[src/source/core_pkg.sv]
`default_nettype none

package core_pkg;

	localparam int XLEN = 32;
	localparam int PC_W = 12;	// Byte address into 4 KiB of program
	localparam int IMEM_AW = 10;	// 1024 instruction words
	localparam int DMEM_AW = 10;	// 1024 data words
	localparam int REG_AW = 5;
	localparam int ALU_OP_W = 4;

	// ALU operation codes
	localparam logic [ALU_OP_W-1:0] ALU_ADD = 4'd0;
	localparam logic [ALU_OP_W-1:0] ALU_SUB = 4'd1;
	localparam logic [ALU_OP_W-1:0] ALU_AND = 4'd2;
	localparam logic [ALU_OP_W-1:0] ALU_OR = 4'd3;
	localparam logic [ALU_OP_W-1:0] ALU_XOR = 4'd4;
	localparam logic [ALU_OP_W-1:0] ALU_SLT = 4'd5;
	localparam logic [ALU_OP_W-1:0] ALU_SLTU = 4'd6;
	localparam logic [ALU_OP_W-1:0] ALU_SLL = 4'd7;
	localparam logic [ALU_OP_W-1:0] ALU_SRL = 4'd8;
	localparam logic [ALU_OP_W-1:0] ALU_SRA = 4'd9;
	localparam logic [ALU_OP_W-1:0] ALU_LUI = 4'd10;	// Passes operand B

	// Writeback source
	localparam logic [1:0] WB_ALU = 2'd0;
	localparam logic [1:0] WB_LOAD = 2'd1;
	localparam logic [1:0] WB_PC4 = 2'd2;	// JAL link value

	// Major opcodes
	localparam logic [6:0] OPC_OP = 7'b0110011;
	localparam logic [6:0] OPC_OPIMM = 7'b0010011;
	localparam logic [6:0] OPC_LUI = 7'b0110111;
	localparam logic [6:0] OPC_LOAD = 7'b0000011;
	localparam logic [6:0] OPC_STORE = 7'b0100011;
	localparam logic [6:0] OPC_BRANCH = 7'b1100011;
	localparam logic [6:0] OPC_JAL = 7'b1101111;

	// Operand source in execute
	localparam logic [1:0] FWD_NONE = 2'd0;	// Register file value
	localparam logic [1:0] FWD_MEM = 2'd1;
	localparam logic [1:0] FWD_WB = 2'd2;

	localparam logic [XLEN-1:0] NOP_INST = 32'h0000_0013;	// ADDI x0, x0, 0

	// One instruction word, one view per format
	typedef union packed {
		struct packed {
			logic [6:0] funct7;
			logic [REG_AW-1:0] rs2;
			logic [REG_AW-1:0] rs1;
			logic [2:0] funct3;
			logic [REG_AW-1:0] rd;
			logic [6:0] opcode;
		} r;
		struct packed {
			logic [11:0] imm;
			logic [REG_AW-1:0] rs1;
			logic [2:0] funct3;
			logic [REG_AW-1:0] rd;
			logic [6:0] opcode;
		} i;
		struct packed {
			logic [6:0] imm_hi;
			logic [REG_AW-1:0] rs2;
			logic [REG_AW-1:0] rs1;
			logic [2:0] funct3;
			logic [4:0] imm_lo;
			logic [6:0] opcode;
		} s;
		struct packed {
			logic imm12;
			logic [5:0] imm10_5;
			logic [REG_AW-1:0] rs2;
			logic [REG_AW-1:0] rs1;
			logic [2:0] funct3;
			logic [3:0] imm4_1;
			logic imm11;
			logic [6:0] opcode;
		} b;
		struct packed {
			logic [19:0] imm;
			logic [REG_AW-1:0] rd;
			logic [6:0] opcode;
		} u;
		struct packed {
			logic imm20;
			logic [9:0] imm10_1;
			logic imm11;
			logic [7:0] imm19_12;
			logic [REG_AW-1:0] rd;
			logic [6:0] opcode;
		} j;
	} inst_t;

endpackage

`default_nettype wire
[src/source/hazard_if.sv]
`timescale 1ns/10ps
`default_nettype none

interface hazard_if import core_pkg::*; ();

	logic [REG_AW-1:0] id_rs1;	// Zero when the field is not a source
	logic [REG_AW-1:0] id_rs2;
	logic id_uses_rs2;

	logic [REG_AW-1:0] ex_rs1;
	logic [REG_AW-1:0] ex_rs2;
	logic [REG_AW-1:0] ex_rd;
	logic ex_wr_en;
	logic ex_load;
	logic redirect;	// Taken branch or JAL in execute

	logic [REG_AW-1:0] mem_rd;
	logic mem_wr_en;
	logic [REG_AW-1:0] wb_rd;
	logic wb_wr_en;

	logic [1:0] fwd_a;	// FWD_* code for rs1
	logic [1:0] fwd_b;	// FWD_* code for rs2
	logic stall;
	logic flush;

	modport decode (output id_rs1, id_rs2, id_uses_rs2, input stall, flush);
	modport execute (output ex_rs1, ex_rs2, ex_rd, ex_wr_en, ex_load, redirect,
		input fwd_a, fwd_b);
	modport memory (output mem_rd, mem_wr_en, wb_rd, wb_wr_en);
	modport unit (input id_rs1, id_rs2, id_uses_rs2, ex_rs1, ex_rs2, ex_rd, ex_wr_en,
		ex_load, redirect, mem_rd, mem_wr_en, wb_rd, wb_wr_en,
		output fwd_a, fwd_b, stall, flush);

endinterface

`default_nettype wire

[src/source/hazard_unit.sv]
`timescale 1ns/10ps
`default_nettype none

module hazard_unit import core_pkg::*; (
	hazard_if.unit hz
);

	logic load_use;

	// Youngest producer wins, x0 never forwarded
	function automatic logic [1:0] fwd_sel(input logic [REG_AW-1:0] rs);
		if (rs == '0)
			return FWD_NONE;
		if (hz.mem_wr_en && hz.mem_rd == rs)
			return FWD_MEM;
		if (hz.wb_wr_en && hz.wb_rd == rs)
			return FWD_WB;
		return FWD_NONE;
	endfunction

	always_comb begin
		hz.fwd_a = fwd_sel(hz.ex_rs1);
		hz.fwd_b = fwd_sel(hz.ex_rs2);
	end

	// Load in execute feeding the instruction in decode
	assign load_use = hz.ex_load && hz.ex_wr_en && hz.ex_rd != '0
		&& (hz.ex_rd == hz.id_rs1 || (hz.id_uses_rs2 && hz.ex_rd == hz.id_rs2));

	assign hz.stall = load_use && !hz.redirect;	// Redirect beats stall
	assign hz.flush = hz.redirect;

endmodule

`default_nettype wire

[src/flat_wrapper.sv]
// flat-port wrapper written by rule: the top's interface ports become plain ports
module hazard_unit_flat import core_pkg::*;
  (hz_id_rs1, hz_id_rs2, hz_id_uses_rs2, hz_ex_rs1, hz_ex_rs2, hz_ex_rd, hz_ex_wr_en, hz_ex_load, hz_redirect, hz_mem_rd, hz_mem_wr_en, hz_wb_rd, hz_wb_wr_en, hz_fwd_a, hz_fwd_b, hz_stall, hz_flush);
  hazard_if hz_i ();
  input wire logic [$bits(hz_i.id_rs1)-1:0] hz_id_rs1;
  input wire logic [$bits(hz_i.id_rs2)-1:0] hz_id_rs2;
  input wire logic [$bits(hz_i.id_uses_rs2)-1:0] hz_id_uses_rs2;
  input wire logic [$bits(hz_i.ex_rs1)-1:0] hz_ex_rs1;
  input wire logic [$bits(hz_i.ex_rs2)-1:0] hz_ex_rs2;
  input wire logic [$bits(hz_i.ex_rd)-1:0] hz_ex_rd;
  input wire logic [$bits(hz_i.ex_wr_en)-1:0] hz_ex_wr_en;
  input wire logic [$bits(hz_i.ex_load)-1:0] hz_ex_load;
  input wire logic [$bits(hz_i.redirect)-1:0] hz_redirect;
  input wire logic [$bits(hz_i.mem_rd)-1:0] hz_mem_rd;
  input wire logic [$bits(hz_i.mem_wr_en)-1:0] hz_mem_wr_en;
  input wire logic [$bits(hz_i.wb_rd)-1:0] hz_wb_rd;
  input wire logic [$bits(hz_i.wb_wr_en)-1:0] hz_wb_wr_en;
  output wire logic [$bits(hz_i.fwd_a)-1:0] hz_fwd_a;
  output wire logic [$bits(hz_i.fwd_b)-1:0] hz_fwd_b;
  output wire logic [$bits(hz_i.stall)-1:0] hz_stall;
  output wire logic [$bits(hz_i.flush)-1:0] hz_flush;
  assign hz_i.id_rs1 = hz_id_rs1;
  assign hz_i.id_rs2 = hz_id_rs2;
  assign hz_i.id_uses_rs2 = hz_id_uses_rs2;
  assign hz_i.ex_rs1 = hz_ex_rs1;
  assign hz_i.ex_rs2 = hz_ex_rs2;
  assign hz_i.ex_rd = hz_ex_rd;
  assign hz_i.ex_wr_en = hz_ex_wr_en;
  assign hz_i.ex_load = hz_ex_load;
  assign hz_i.redirect = hz_redirect;
  assign hz_i.mem_rd = hz_mem_rd;
  assign hz_i.mem_wr_en = hz_mem_wr_en;
  assign hz_i.wb_rd = hz_wb_rd;
  assign hz_i.wb_wr_en = hz_wb_wr_en;
  assign hz_fwd_a = hz_i.fwd_a;
  assign hz_fwd_b = hz_i.fwd_b;
  assign hz_stall = hz_i.stall;
  assign hz_flush = hz_i.flush;
  hazard_unit u_core (.hz(hz_i));
endmodule
[config.mk]
export PLATFORM = sky130hd
export DESIGN_NAME = hazard_unit_flat
export DESIGN_NICKNAME = d
export VERILOG_FILES = /design/src/source/core_pkg.sv /design/src/source/hazard_if.sv /design/src/source/hazard_unit.sv /design/src/flat_wrapper.sv
export SDC_FILE = /design/constraint.sdc
export NUM_CORES = 1
export LEC_CHECK = 0
export BUFFER_PORTS_ARGS = -buffer_cell sky130_fd_sc_hd__clkbuf_2
export CORE_AREA = 2 2 39 41
export DETAILED_ROUTE_END_ITERATION = 10
export DIE_AREA = 0 0 41 43
export PLACE_DENSITY = 0.8
export RECOVER_POWER = 50
export SETUP_SLACK_MARGIN = 0.1
export SLEW_MARGIN = 20
export SYNTH_ARGS = -nofsm -noshare
export SYNTH_HDL_FRONTEND = slang
export SYNTH_SLANG_ARGS = --single-unit
[constraint.sdc]
create_clock -name vclk -period 1.9
set_input_delay 0.095 -clock vclk [all_inputs]
set_output_delay 0.095 -clock vclk [all_outputs]
set_load 0.05 [all_outputs]
==> results.md <==
* Period utilization at 74.93%
* Ports at 47
* Placed cell area at 689.4 um^2
* PwrDens at 210.5 nW/um^2
* Final instance area at 685.7 um^2
* Sequential area share after synthesis at 0%
* Hold-fix buffers, CTS at 0
* TNS Setup at 0 ns
* CP endpoint kind: primary output
* Fin. Hold Viols at 0
* Max Cap Viol at 0
* Die Wd at 41 um
* Total track usage at 15.18%
* Seq. cell area at 0 um^2
* Dpl cells at 118
* DR WL/cell at 10.96 um
* CP peak stage delay at 0.47 ns
* DRT iter0 DRCs at 1
* Largest area contributor in the netlist: xnor2_1
* Netlist cell types at 15
* First-pass DRT Iterations at 2
* Hold WS at 0.5620 ns
* DRC violations left at 0
* Dominant cells by area after synthesis: xnor2_1 30%, xor2_1 30%, nor4b_2 6.8%
* Final setup viols at 0
* Worst Max-Slew Pin Slew at 0.5943 ns
* CLK BUF at 0
* Number of setup buffers added after CTS at 0
* Initial antenna violation count at 0
* Post-route ant nets at 0
* First-pass GRT wire length at 1925 um
* Worst Path Buf+Inv at 2
* Vias/cell at 4.720
* Filler Cell Count at 140
* Worst-path maximum fanout at 3
* Synth Area per Inst at 7.887 um^2
* Number of global-route vias before repair at 542
* Yosys top cell area share at 29.75%
* Crit path kind: in -> out
* Total power at 144.3 uW
* Commonest cells after routing, fill and taps aside: 44 x clkbuf_2, 15 x xor2_1, 15 x xnor2_1
* Worst EP required at 1.80 ns
* CP arrival at 1.33 ns
* Placement Setup Slack at 0.5511 ns
* Initial Utilization at 31.92%
* Final critical-path setup slack at 0.4763 ns
* GPL Wtd Cong at 0.6653
* Antenna cell count at 0
* Final min period at 1.424 ns
* Max_slew headroom at 60.55%
* Hold Path Depth at 2
* Core occupancy in the finished layout at 49.55%
* Post-Syn Area at 441.7 um^2
* Share of cells above drive strength 1 at 49.02%
* HP Start: hz_redirect
* Pin count of the biggest net entering global routing at 4
* CP cell instances: clkbuf_2, xor2_1, nor4_1, nand3_1, nor2_1, clkbuf_1
* HP Class: in -> out
* Syn_nets at 97
* Slowest CP cell: clkbuf_1
* Die Ht at 43 um
* Final slew viol count at 0
* Vias at 557
* Fin nets at 145
* Yosys Warn Count at 0
* Max frequency at 0.7024 GHz
* Gr ovfl total at 0
* Cell family with most CP delay: buffers and inverters
* P&R area growth vs syn at 55.24%
* Gates resized, CTS repair at 0
* Status: finished clean
* CP startpoint: hz_ex_rs1[3]
* Startpoint Class: primary input
* DP HPWL at 1264 um
* Row count at 14
* Sequential cells at 0
* Core ar. at 1384 um^2
* RSZ-0062 raised after global routing: false
* Die Area at 1763 um^2
* Final Non-Filler Cells at 118
* Hold EP: hz_flush
* Commonest non-fill, non-tap cell in the layout: clkbuf_2
* Mapped Cells at 56
* VDD IR max at 71.20 uV
* Port Buffers at 47
* Leakage at 0.3219 nW
* Drt total wl at 1293 um
## layout make-up
type,count,area (um^2),area share (%)
multi-input cells,55,434.2,63.32
well taps,16,20.02,2.920
repair buffers,47,231.5,33.76
## report_power, final
| group | internal (mW) | switching, mW |
|---|---|---|
| combinational | 0.0724 | 0.0719 |
| sequential | 0 | 0 |
| clock | 0 | 0 |
## layer usage
metal	part of all wire [%]	track usage [%]	wire, um
met5	0	0	0
met4	0	0	0
met3	14	2.094	178
met2	55	34.69	712
met1	31	11.71	402
## synthesized netlist by cell type
cell and count:
a21oi_1 1, buf_4 1, nand2_1 3, nand3_1 4
nand4_1 2, nor2_1 3, nor2_4 2, nor3_1 1
nor4_1 3, nor4b_2 2, o21ai_1 1, or4_1 1
or4_4 2, xnor2_1 15, xor2_1 15
## cells by family (layout without fill, tap and decap cells)
logic type             after synthesis  count (layout)  share of synthesized area [%]
AO/OA/AOI/OAI                        2               2                          2.264
buffers and inverters                1              47                          1.700
AND/OR/NAND/NOR                     23              23                          36.54
XOR/XNOR                            30              30                          59.49
## worst max-delay path by stage
stage,to,slack [ns],depth (start not counted)
3_5_place_dp,hz_stall,0.55,6
4_1_cts,hz_stall,0.55,6
5_1_grt,hz_fwd_a[0],0.34,6
3_3_place_gp,hz_stall,0.59,6
2_1_floorplan,hz_stall,0.42,4
6_report,hz_fwd_a[0],0.48,6
Power figures use the tool's default switching activity.
